**src/design/blit_pkg.sv**
```systemverilog
package blit_pkg;

    localparam int COORD_W  = 16;
    localparam int ADDR_W   = 32;
    localparam int DATA_W   = 32;
    localparam int COLOUR_W = 16;

    typedef logic [COORD_W-1:0]  coord_t;
    typedef logic [ADDR_W-1:0]   addr_t;
    typedef logic [COLOUR_W-1:0] colour_t;

    // source pixel layout in memory
    typedef enum logic {
        FMT_RGB16  = 1'b0,
        FMT_INDEX8 = 1'b1
    } pixel_format_t;

    typedef enum logic {W_IDLE, W_RUN} walker_state_t;

    typedef enum logic [1:0] {F_IDLE, F_READ, F_HOLD} fetch_state_t;

    typedef enum logic {P_IDLE, P_READ} palette_state_t;

endpackage

```
**src/design/rect_walker.sv**
```systemverilog
`timescale 1ns/1ps

module rect_walker #(
    parameter int FB_WIDTH  = 400,
    parameter int FB_HEIGHT = 240
) (
    input  logic             clk,
    input  logic             rst,
    input  logic             cmd_valid,
    output logic             cmd_ready,
    input  blit_pkg::coord_t cmd_src_x,
    input  blit_pkg::coord_t cmd_src_y,
    input  blit_pkg::coord_t cmd_dst_x,
    input  blit_pkg::coord_t cmd_dst_y,
    input  blit_pkg::coord_t cmd_width,
    input  blit_pkg::coord_t cmd_height,
    input  blit_pkg::coord_t cmd_scale_x,
    input  blit_pkg::coord_t cmd_scale_y,
    input  logic             cmd_mirror_x,
    input  logic             cmd_mirror_y,
    output logic             walk_valid,
    input  logic             walk_ready,
    output blit_pkg::coord_t walk_src_x,
    output blit_pkg::coord_t walk_src_y,
    output blit_pkg::coord_t walk_dst_x,
    output blit_pkg::coord_t walk_dst_y,
    output logic             walker_busy
);

    blit_pkg::walker_state_t state;
    blit_pkg::coord_t src_x0, src_cx, src_cy, dst_x0, dst_y0;
    blit_pkg::coord_t last_i, last_j, last_sx, last_sy; // inclusive limits
    blit_pkg::coord_t off_i, off_j, sub_x, sub_y;
    logic mirror_x, mirror_y;
    logic running, visible, advance, empty_cmd;

    assign running     = (state == blit_pkg::W_RUN);
    assign walker_busy = running;

    assign walk_src_x = src_cx;
    assign walk_src_y = src_cy;
    assign walk_dst_x = mirror_x ? dst_x0 + last_i - off_i : dst_x0 + off_i;
    assign walk_dst_y = mirror_y ? dst_y0 + last_j - off_j : dst_y0 + off_j;

    assign visible    = (walk_dst_x < FB_WIDTH) && (walk_dst_y < FB_HEIGHT);
    assign walk_valid = running && visible;
    assign advance    = running && (!visible || walk_ready); // clipped offsets just pass

    assign empty_cmd = (cmd_width == '0) || (cmd_height == '0) ||
                       (cmd_scale_x == '0) || (cmd_scale_y == '0);

    always_ff @(posedge clk) begin
        if (rst) begin
            state     <= blit_pkg::W_IDLE;
            cmd_ready <= 1'b0;
        end else if (!running) begin
            cmd_ready <= 1'b1;
            if (cmd_valid && cmd_ready) begin
                cmd_ready <= 1'b0;
                if (!empty_cmd)
                    state <= blit_pkg::W_RUN;
            end
        end else if (advance && off_i == last_i && off_j == last_j) begin
            state     <= blit_pkg::W_IDLE;
            cmd_ready <= 1'b1;
        end
    end

    // command latch and offset stepping
    always_ff @(posedge clk) begin
        if (!running && cmd_valid && cmd_ready) begin
            src_x0   <= cmd_src_x;
            src_cx   <= cmd_src_x;
            src_cy   <= cmd_src_y;
            dst_x0   <= cmd_dst_x;
            dst_y0   <= cmd_dst_y;
            last_i   <= cmd_width - 1'b1;
            last_j   <= cmd_height - 1'b1;
            last_sx  <= cmd_scale_x - 1'b1;
            last_sy  <= cmd_scale_y - 1'b1;
            mirror_x <= cmd_mirror_x;
            mirror_y <= cmd_mirror_y;
            off_i    <= '0;
            off_j    <= '0;
            sub_x    <= '0;
            sub_y    <= '0;
        end else if (advance) begin
            if (off_i == last_i) begin // next row
                off_i  <= '0;
                sub_x  <= '0;
                src_cx <= src_x0;
                off_j  <= off_j + 1'b1;
                if (sub_y == last_sy) begin
                    sub_y  <= '0;
                    src_cy <= src_cy + 1'b1;
                end else begin
                    sub_y <= sub_y + 1'b1;
                end
            end else begin
                off_i <= off_i + 1'b1;
                if (sub_x == last_sx) begin
                    sub_x  <= '0;
                    src_cx <= src_cx + 1'b1;
                end else begin
                    sub_x <= sub_x + 1'b1;
                end
            end
        end
    end

endmodule

```
**src/design/texel_fetch.sv**
```systemverilog
`timescale 1ns/1ps

module texel_fetch (
    input  logic                        clk,
    input  logic                        rst,
    input  logic                        walk_valid,
    output logic                        walk_ready,
    input  blit_pkg::coord_t            walk_src_x,
    input  blit_pkg::coord_t            walk_src_y,
    input  blit_pkg::coord_t            walk_dst_x,
    input  blit_pkg::coord_t            walk_dst_y,
    input  blit_pkg::addr_t             image_base,
    input  blit_pkg::coord_t            image_stride,
    input  blit_pkg::pixel_format_t     pixel_format,
    output logic                        tex_req,
    output blit_pkg::addr_t             tex_addr,
    input  logic                        tex_done,
    input  logic [blit_pkg::DATA_W-1:0] rdata,
    output logic                        pix_valid,
    input  logic                        pix_ready,
    output blit_pkg::colour_t           pix_data,
    output blit_pkg::coord_t            pix_x,
    output blit_pkg::coord_t            pix_y,
    output logic                        fetch_busy
);

    blit_pkg::fetch_state_t state;
    blit_pkg::addr_t        pix_offset;
    blit_pkg::colour_t      texel;
    logic [7:0]             texel_byte;

    assign walk_ready = (state == blit_pkg::F_IDLE);
    assign tex_req    = (state == blit_pkg::F_READ);
    assign pix_valid  = (state == blit_pkg::F_HOLD);
    assign fetch_busy = (state != blit_pkg::F_IDLE);

    // linear pixel index within the image
    assign pix_offset = blit_pkg::addr_t'(walk_src_x) +
                        blit_pkg::addr_t'(image_stride) * blit_pkg::addr_t'(walk_src_y);

    always_comb begin
        case (tex_addr[1:0])
            2'd0:    texel_byte = rdata[7:0];
            2'd1:    texel_byte = rdata[15:8];
            2'd2:    texel_byte = rdata[23:16];
            default: texel_byte = rdata[31:24];
        endcase
        if (pixel_format == blit_pkg::FMT_RGB16)
            texel = tex_addr[1] ? rdata[31:16] : rdata[15:0];
        else
            texel = {8'h00, texel_byte}; // palette index
    end

    always_ff @(posedge clk) begin
        if (rst) begin
            state <= blit_pkg::F_IDLE;
        end else begin
            case (state)
                blit_pkg::F_IDLE: if (walk_valid) state <= blit_pkg::F_READ;
                blit_pkg::F_READ: if (tex_done) state <= blit_pkg::F_HOLD;
                default:          if (pix_ready) state <= blit_pkg::F_IDLE;
            endcase
        end
    end

    always_ff @(posedge clk) begin
        if (walk_valid && walk_ready) begin
            tex_addr <= (pixel_format == blit_pkg::FMT_RGB16) ?
                        image_base + (pix_offset << 1) : image_base + pix_offset;
            pix_x    <= walk_dst_x;
            pix_y    <= walk_dst_y;
        end
        if (tex_req && tex_done)
            pix_data <= texel;
    end

endmodule

```
**src/design/palette_lookup.sv**
```systemverilog
`timescale 1ns/1ps

module palette_lookup (
    input  logic                        clk,
    input  logic                        rst,
    input  logic                        pix_valid,
    output logic                        pix_ready,
    input  blit_pkg::colour_t           pix_data,
    input  blit_pkg::coord_t            pix_x,
    input  blit_pkg::coord_t            pix_y,
    input  blit_pkg::pixel_format_t     pixel_format,
    input  blit_pkg::addr_t             palette_base,
    output logic                        pal_req,
    output blit_pkg::addr_t             pal_addr,
    input  logic                        pal_done,
    input  logic [blit_pkg::DATA_W-1:0] rdata,
    input  logic                        fetch_busy,
    input  logic                        walker_busy,
    output blit_pkg::coord_t            fb_x,
    output blit_pkg::coord_t            fb_y,
    output blit_pkg::colour_t           fb_colour,
    output logic                        fb_write,
    output logic                        busy
);

    blit_pkg::palette_state_t state;
    logic                     pix_fire;

    assign pix_ready = (state == blit_pkg::P_IDLE);
    assign pal_req   = (state == blit_pkg::P_READ);
    assign pix_fire  = pix_valid && pix_ready;

    // whole pipeline, up to and including the final write
    assign busy = walker_busy || fetch_busy || pal_req || fb_write;

    always_ff @(posedge clk) begin
        if (rst) begin
            state    <= blit_pkg::P_IDLE;
            fb_write <= 1'b0;
        end else begin
            fb_write <= 1'b0;
            if (pix_fire) begin
                if (pixel_format == blit_pkg::FMT_RGB16)
                    fb_write <= 1'b1;
                else
                    state <= blit_pkg::P_READ;
            end else if (pal_req && pal_done) begin
                fb_write <= 1'b1;
                state    <= blit_pkg::P_IDLE;
            end
        end
    end

    always_ff @(posedge clk) begin
        if (pix_fire) begin
            fb_x      <= pix_x;
            fb_y      <= pix_y;
            fb_colour <= pix_data; // final colour for rgb16
            pal_addr  <= palette_base + blit_pkg::addr_t'({pix_data, 1'b0});
        end else if (pal_req && pal_done) begin
            fb_colour <= pal_addr[1] ? rdata[31:16] : rdata[15:0];
        end
    end

endmodule

```
**src/design/apb_arbiter.sv**
```systemverilog
`timescale 1ns/1ps

module apb_arbiter (
    input  logic                        clk,
    input  logic                        rst,
    input  logic                        tex_req,
    input  blit_pkg::addr_t             tex_addr,
    output logic                        tex_done,
    input  logic                        pal_req,
    input  blit_pkg::addr_t             pal_addr,
    output logic                        pal_done,
    output logic [blit_pkg::DATA_W-1:0] rdata,
    output blit_pkg::addr_t             paddr,
    output logic                        psel,
    output logic                        penable,
    input  logic [blit_pkg::DATA_W-1:0] prdata,
    input  logic                        pready
);

    logic            owner_pal; // current transfer belongs to palette
    logic            start;
    blit_pkg::addr_t grant_addr;

    // requester still sees its done this cycle, so hold off
    assign start      = !psel && !tex_done && !pal_done && (pal_req || tex_req);
    assign grant_addr = pal_req ? pal_addr : tex_addr;

    always_ff @(posedge clk) begin
        if (rst) begin
            psel     <= 1'b0;
            penable  <= 1'b0;
            tex_done <= 1'b0;
            pal_done <= 1'b0;
        end else begin
            tex_done <= 1'b0;
            pal_done <= 1'b0;
            if (start) begin
                psel <= 1'b1; // setup phase
            end else if (psel && !penable) begin
                penable <= 1'b1;
            end else if (psel && pready) begin
                psel     <= 1'b0;
                penable  <= 1'b0;
                tex_done <= !owner_pal;
                pal_done <= owner_pal;
            end
        end
    end

    always_ff @(posedge clk) begin
        if (start) begin
            owner_pal <= pal_req;
            paddr     <= {grant_addr[blit_pkg::ADDR_W-1:2], 2'b00};
        end
        if (psel && penable && pready)
            rdata <= prdata;
    end

endmodule

```
**src/design/blit_top.sv**
```systemverilog
`timescale 1ns/1ps

module blit_top #(
    parameter int FB_WIDTH  = 400,
    parameter int FB_HEIGHT = 240
) (
    input  logic                          clk,
    input  logic                          rst,
    input  logic                          cmd_valid,
    output logic                          cmd_ready,
    input  blit_pkg::coord_t              cmd_src_x,
    input  blit_pkg::coord_t              cmd_src_y,
    input  blit_pkg::coord_t              cmd_dst_x,
    input  blit_pkg::coord_t              cmd_dst_y,
    input  blit_pkg::coord_t              cmd_width,
    input  blit_pkg::coord_t              cmd_height,
    input  blit_pkg::coord_t              cmd_scale_x,
    input  blit_pkg::coord_t              cmd_scale_y,
    input  logic                          cmd_mirror_x,
    input  logic                          cmd_mirror_y,
    input  blit_pkg::addr_t               image_base,
    input  blit_pkg::coord_t              image_stride,
    input  blit_pkg::pixel_format_t       pixel_format,
    input  blit_pkg::addr_t               palette_base,
    output logic                          busy,
    output blit_pkg::addr_t               paddr,
    output logic                          psel,
    output logic                          penable,
    input  logic [blit_pkg::DATA_W-1:0]   prdata,
    input  logic                          pready,
    output blit_pkg::coord_t              fb_x,
    output blit_pkg::coord_t              fb_y,
    output blit_pkg::colour_t             fb_colour,
    output logic                          fb_write
);

    logic walk_valid, walk_ready, walker_busy;
    blit_pkg::coord_t walk_src_x, walk_src_y, walk_dst_x, walk_dst_y;

    logic pix_valid, pix_ready, fetch_busy;
    blit_pkg::colour_t pix_data;
    blit_pkg::coord_t pix_x, pix_y;

    logic tex_req, tex_done, pal_req, pal_done;
    blit_pkg::addr_t tex_addr, pal_addr;
    logic [blit_pkg::DATA_W-1:0] rdata; // shared by both stages

    rect_walker #(
        .FB_WIDTH (FB_WIDTH),
        .FB_HEIGHT(FB_HEIGHT)
    ) walker_i (
        .clk(clk), .rst(rst),
        .cmd_valid(cmd_valid), .cmd_ready(cmd_ready),
        .cmd_src_x(cmd_src_x), .cmd_src_y(cmd_src_y),
        .cmd_dst_x(cmd_dst_x), .cmd_dst_y(cmd_dst_y),
        .cmd_width(cmd_width), .cmd_height(cmd_height),
        .cmd_scale_x(cmd_scale_x), .cmd_scale_y(cmd_scale_y),
        .cmd_mirror_x(cmd_mirror_x), .cmd_mirror_y(cmd_mirror_y),
        .walk_valid(walk_valid), .walk_ready(walk_ready),
        .walk_src_x(walk_src_x), .walk_src_y(walk_src_y),
        .walk_dst_x(walk_dst_x), .walk_dst_y(walk_dst_y),
        .walker_busy(walker_busy)
    );

    texel_fetch fetch_i (
        .clk(clk), .rst(rst),
        .walk_valid(walk_valid), .walk_ready(walk_ready),
        .walk_src_x(walk_src_x), .walk_src_y(walk_src_y),
        .walk_dst_x(walk_dst_x), .walk_dst_y(walk_dst_y),
        .image_base(image_base), .image_stride(image_stride),
        .pixel_format(pixel_format),
        .tex_req(tex_req), .tex_addr(tex_addr), .tex_done(tex_done), .rdata(rdata),
        .pix_valid(pix_valid), .pix_ready(pix_ready),
        .pix_data(pix_data), .pix_x(pix_x), .pix_y(pix_y),
        .fetch_busy(fetch_busy)
    );

    palette_lookup palette_i (
        .clk(clk), .rst(rst),
        .pix_valid(pix_valid), .pix_ready(pix_ready),
        .pix_data(pix_data), .pix_x(pix_x), .pix_y(pix_y),
        .pixel_format(pixel_format), .palette_base(palette_base),
        .pal_req(pal_req), .pal_addr(pal_addr), .pal_done(pal_done), .rdata(rdata),
        .fetch_busy(fetch_busy), .walker_busy(walker_busy),
        .fb_x(fb_x), .fb_y(fb_y), .fb_colour(fb_colour), .fb_write(fb_write),
        .busy(busy)
    );

    apb_arbiter arbiter_i (
        .clk(clk), .rst(rst),
        .tex_req(tex_req), .tex_addr(tex_addr), .tex_done(tex_done),
        .pal_req(pal_req), .pal_addr(pal_addr), .pal_done(pal_done),
        .rdata(rdata),
        .paddr(paddr), .psel(psel), .penable(penable),
        .prdata(prdata), .pready(pready)
    );

endmodule

```
**config.mk**
```make
export PLATFORM = sky130hd
export DESIGN_NAME = blit_top
export DESIGN_NICKNAME = d
export VERILOG_FILES = /design/src/design/blit_pkg.sv /design/src/design/rect_walker.sv /design/src/design/texel_fetch.sv /design/src/design/palette_lookup.sv /design/src/design/apb_arbiter.sv /design/src/design/blit_top.sv
export SDC_FILE = /design/constraint.sdc
export NUM_CORES = 2
export LEC_CHECK = 0
export ABC_AREA = 1
export BUFFER_PORTS_ARGS = -buffer_cell sky130_fd_sc_hd__buf_2
export CAP_MARGIN = 20
export CORE_AREA = 2 2 268 270
export DETAILED_ROUTE_END_ITERATION = 6
export DIE_AREA = 0 0 270 272
export PLACE_DENSITY = 0.74
export SLEW_MARGIN = 20
export SYNTH_ARGS = -nofsm -noshare
export SYNTH_HDL_FRONTEND = slang
export SYNTH_SLANG_ARGS = --single-unit
```
**constraint.sdc**
```tcl
create_clock -name clk -period 9.29 [get_ports clk]
set_input_delay 0.929 -clock clk [delete_from_list [all_inputs] [get_ports clk]]
set_output_delay 0.929 -clock clk [all_outputs]
set_load 0.02 [all_outputs]
```
Word-level counts from Yosys, hierarchy flattened
Index checks and enable logic that the tools add are counted.
W data, S select, Z words.
{"block": "word_totals", "register_bits": 443, "input_bits": 247, "output_inout_bits": 85}
{"block": "op_classes", "n_eq_ne": 14, "n_mul": 1, "n_lt_le_gt_ge": 2, "add_sub_neg": 20, "n_bitwise": 3, "muxes": 43, "reduce_logical": 56}
{"cell": "$mux W16", "count": 18}
{"cell": "$add A16 B1 Y16 const B", "count": 6}
{"cell": "$add A16 B16 Y16", "count": 4}
{"cell": "$add A32 B32 Y32", "count": 2}
{"cell": "$eq A16 B16 Y1", "count": 4}
{"cell": "$logic_not A16 Y1", "count": 4}
{"cell": "$mux W32", "count": 2}
{"cell": "$sub A16 B1 Y16 const B", "count": 4}
{"cell": "$add A16 B32 Y32", "count": 1}
{"cell": "$add A32 B17 Y32", "count": 1}
{"cell": "$mul A16 B16 Y32", "count": 1}
{"cell": "$sub A16 B16 Y16", "count": 2}
{"cell": "$pmux W8 S3", "count": 1}
{"cell": "$logic_and A1 B1 Y1", "count": 19}
{"cell": "$mux W1", "count": 17}
{"cell": "$lt A16 B8 Y1 const B", "count": 1}
{"cell": "$lt A16 B9 Y1 const B", "count": 1}
{"cell": "$reduce_bool A2 Y1", "count": 7}
{"cell": "$reduce_and A2 Y1", "count": 5}
{"cell": "$logic_or A1 B1 Y1", "count": 8}
{"cell": "$mux W8", "count": 1}
{"cell": "$logic_not A1 Y1", "count": 7}
{"cell": "$mux W2", "count": 3}
{"cell": "$ne A2 B2 Y1 const B", "count": 3}
{"cell": "other kinds (10)", "count": 17}

Longest topological paths before layout
{"block": "logic_depth", "word_depth": 12, "depth_mapped": 37}

By module
A second synthesis with hierarchy kept.
{"block": "hier_totals", "hier_cells": 5140, "area_unflattened_um2": 39950.8}
{"mod": "rect_walker", "cells_per_inst": 2273, "instances": 1, "area_each_um2": 16808.6}
{"mod": "texel_fetch", "cells_per_inst": 2164, "instances": 1, "area_each_um2": 16219.3}
{"mod": "palette_lookup", "cells_per_inst": 518, "instances": 1, "area_each_um2": 4486.8}
{"mod": "apb_arbiter", "cells_per_inst": 185, "instances": 1, "area_each_um2": 2436.1}

Least setup slack after synthesis
OpenSTA, ideal clock, no wires.
{"block": "synth_timing", "kind": "input port to flip-flop", "from": "in image_stride[10]", "to": "reg fetch_i.tex_addr[30] (data pin)", "path_buffers": 2, "setup_ns": 0.258, "t_required_ns": 9.032, "cell_stages": 31, "setup_slack_ns": 1.559, "arrival_ns": 7.473, "path_cell_list": "clkbuf_1 clkbuf_1 nand2_1 fa_1 fa_1 fa_1 fa_1 inv_1 fa_1 inv_1 fa_1 inv_1 ha_1 a21oi_1 a21boi_1 o21ai_2 a21boi_1 o21ai_0 xor2_1 ha_1 nand2_1 nor3_1 nand3_1 nand4_1 nand3_1 nand2_1 nand4_1 nand2_1 a21oi_1 o21ai_0 nand2_1"}
{"block": "synth_via", "elab_chain_cells": 4, "elab_cells_between_ends": 5}
{"element": "from (decl)", "line_no": "blit_top.sv:22", "text": "input blit_pkg::coord_t image_stride,"}
{"element": "$mul A16 B16 Y32 (*)", "line_no": "texel_fetch.sv:39", "text": "blit_pkg::addr_t'(image_stride) * blit_pkg::addr_t'(walk_src_y);"}
{"element": "$add A16 B32 Y32 (*)", "line_no": "texel_fetch.sv:38", "text": "assign pix_offset = blit_pkg::addr_t'(walk_src_x) +"}
{"element": "$add A32 B32 Y32", "line_no": "texel_fetch.sv:69", "text": "image_base + (pix_offset << 1) : image_base + pix_offset;"}
{"element": "$mux W32 (*)", "line_no": "texel_fetch.sv:68", "text": "tex_addr <= (pixel_format == blit_pkg::FMT_RGB16) ?"}
{"element": "to (signal assigned)", "line_no": "texel_fetch.sv:68"}
{"element": "to (decl)", "line_no": "texel_fetch.sv:16", "text": "output blit_pkg::addr_t tex_addr,"}
Mark *: on every way between the ends. The rest lies on a longest branch, timed or not.
A chain may end at the register's enable or synchronous reset.

Worst setup path in the final report
{"block": "layout_timing", "from": "reg walker_i.src_cy[2], in the netlist walker_i.walk_src_y[2]", "to": "reg fetch_i.tex_addr[29] (data pin)"}
{"block": "layout_via", "elab_chain_cells": 4, "elab_cells_between_ends": 5}
{"element": "from (decl)", "line_no": "rect_walker.sv:31", "text": "blit_pkg::coord_t src_x0, src_cx, src_cy, dst_x0, dst_y0;"}
{"element": "from (signal assigned)", "line_no": "rect_walker.sv:74", "text": "src_cy <= cmd_src_y;"}
{"element": "from (signal assigned)", "line_no": "rect_walker.sv:95", "text": "src_cy <= src_cy + 1'b1;"}
{"element": "$mul A16 B16 Y32 (*)", "line_no": "texel_fetch.sv:39"}
{"element": "$add A16 B32 Y32 (*)", "line_no": "texel_fetch.sv:38"}
{"element": "$add A32 B32 Y32", "line_no": "texel_fetch.sv:69"}
{"element": "$mux W32 (*)", "line_no": "texel_fetch.sv:68"}
Marks and branches as above.

==> run metrics <==
area leader, netlist edfxtp_1; post-CTS sizing 0; flop-to-flop setup slack 1.10 ns; async set-reset flop share out of synthesis 0%; Port Buf Inserts 328; synthesis-to-layout area growth 10.6%; vias per inst 5.26; RR Startpoint walker_i.walk_src_y[2]; Hold-fix buffers, CTS 0; vias in the first global route 31086; Mapped Cells 4778; worst hold start fetch_i.pix_y[4]; required time of the critical path 9.63 ns; Final period util between 80% and 90%; Hold Crit Class register to register; Routed Antenna Nets 0; drt first pass iters 5; CP endpoint kind register; Die ar. 73400 µm²; share of layout cells above drive strength 1 10.5%; Root Buffer clkbuf_16; min cycle time layout 8.19 ns; DR DRC count 0; Core ar. 70800 µm²; dpl hpwl 79500 µm; post-synth top area share around 29%; Hold Slack 0.413 ns; top_reg_cell synth edfxtp_1; syn_area_per_cell 8.06 µm²; Synth Register Bits 442; post-synthesis sequential area ratio around 33%; EDFF count, synth 368; status finished clean; Max clock buf depth 3; Clock transition at path regs 0.06 ns; final setup fails 0; Setup Buffers After CTS 0; Ys Warns 0; worst r2r dst fetch_i.tex_addr[29]; final setup TNS 0 ns; first-pass GRT wire length 159000 µm; slowest cell delay on critical path 0.87 ns; latest clock arrival within the worst-skew pair 0.62 ns; largest net degree at the start of global routing 98; Crit Path Class register to register; unrepaired setup endpoints after global routing false; Wirelength per Cell 16.5 µm; final WL 99600 µm; CP arrival 8.53 ns; critical path's slowest cell edfxtp_1; Fmax 0.122 GHz; hold endpoint palette_i.fb_y[4]; Final Hold Vio Count 0; clk sink count 442; Top Ports 332; Die X 270 µm; Starting Density between 50% and 60%; TritonCTS clock tree built; crit-path most repeated cell fa_1; nets 5819; Die H 272 µm; vias after detailed routing 31765; Worst Tran Pin Value 1.10 ns; grt total ovfl 0; post-layout util 60.2%; CTS buffer count 49; Worst setup SP type register; Final Skew between 0.04 and 0.05 ns; initial DRC count 2299; CP max FO 19; max-cap violation count 0; synth top area cells edfxtp_1 (29%), fa_1 (13%), nand2_1 (11%), ha_1 (9.3%), inv_1 (9.3%); routability congestion estimate ~1.0; H-tree depth 2; initial antenna violation count 20; synthesized area 38500 µm²; # rows 98; Distinct cells, synth 63; Worst slew margin 26.3%; Register-to-Register Path Depth 26; Slew Limit Fails 0; hold path cells 0; Global Route Usage Sum approximately 27%
==> area by class of cell <==
type / count / area (µm²)
fill: 6291 / 28200
multi-input combinational: 3233 / 21800
clock inverter: 25 / 277
sequential: 442 / 12500
timing repair buffer: 350 / 1810
clock buffer: 66 / 1360
antenna: 6 / 15.0
tap: 950 / 1190
inverter: 964 / 3630
==> cell usage after synthesis (11+ instances only) <==
master	number
o21ai_1	17
dfxtp_1	74
ha_1	287
nand3_1	202
xnor2_1	79
nand2_2	27
buf_2	16
nor3_1	76
a21oi_2	28
fa_1	245
nor4_1	30
o21bai_1	13
a31oi_1	16
nand2_1	1134
inv_2	11
buf_1	12
o21ai_0	220
nand4_1	84
inv_1	949
a21oi_1	230
nor2_1	288
edfxtp_1	368
xor2_1	135
clkbuf_1	104
==> layer usage <==
layer / up-vias / global-route usage, % / part of all wire [%]
met4: 20 / 7.68 / 3.0
met5: - / 0 / 0.12
met1: 14824 / 35.2 / 42
met3: 196 / 4.06 / 6.5
met2: 986 / 47.0 / 48
li1: 15739 / - / -
==> state kept, by name, indices dropped and copies added, names as in the netlist, 30 cells and up <==
register / cells
arbiter_i.rdata: 32
fetch_i.tex_addr: 32
palette_i.pal_addr: 31
arbiter_i.paddr: 30
==> worst max-delay path by stage <==
| stage | start | endpoint | slack, ns |
|---|---|---|---|
| final | walker_i.walk_src_y[2] | fetch_i.tex_addr[29] | 1.10 |
| after global routing | walker_i.walk_src_y[2] | fetch_i.tex_addr[29] | 0.61 |
| after CTS | walker_i.walk_src_y[2] | fetch_i.tex_addr[29] | 1.19 |
| after detailed placement | image_stride[10] | fetch_i.tex_addr[29] | 0.76 |
| after global placement | image_stride[10] | fetch_i.tex_addr[25] | 0.87 |
| after floorplan | image_stride[10] | fetch_i.tex_addr[30] | 1.56 |
==> cell usage in the layout (no fill, tap or decap), types with 201 or more instances in the layout <==
| cell | n |
|---|---|
| nand2_1 | 1134 |
| inv_1 | 948 |
| edfxtp_1 | 368 |
| buf_2 | 328 |
| nor2_1 | 288 |
| ha_1 | 287 |
| fa_1 | 245 |
| a21oi_1 | 230 |
| o21ai_0 | 220 |
| nand3_1 | 201 |
==> critical path: cells and delay by family, from the launching register on <==
kind	cells	cell delay (ns)
simple gates	5	0.62
xor+xnor	1	0.42
buf+inv	3	0.17
flops	1	0.87
fa+ha+maj	8	3.88
compound gates	9	1.97
==> metrics by stage <==
stage | cells | instance area [µm²] | setup slack, ns
detailed placement | 5939 | 40900 | 0.757
global placement | 5939 | 40900 | 0.867
global route | 6034 | 42600 | 0.613
floorplan | 4779 | 38500 | 1.56
CTS | 6030 | 42600 | 1.19
finish | 6036 | 42600 | 1.10
==> kinds of logic after synthesis <==
family | after synthesis | synth area share [%]
other | 1 | 0.00974
buffers and inverters | 1104 | 11.0
AO/OA/AOI/OAI | 580 | 8.37
multiplexers | 8 | 0.218
adder cells (fa/ha/maj) | 532 | 22.1
XOR/XNOR | 214 | 4.87
AND/OR/NAND/NOR | 1897 | 20.9
flip-flops | 442 | 32.6
Power is not shown: default switching activity piles up to over one toggle a cycle in this logic, so the estimate is an artifact.
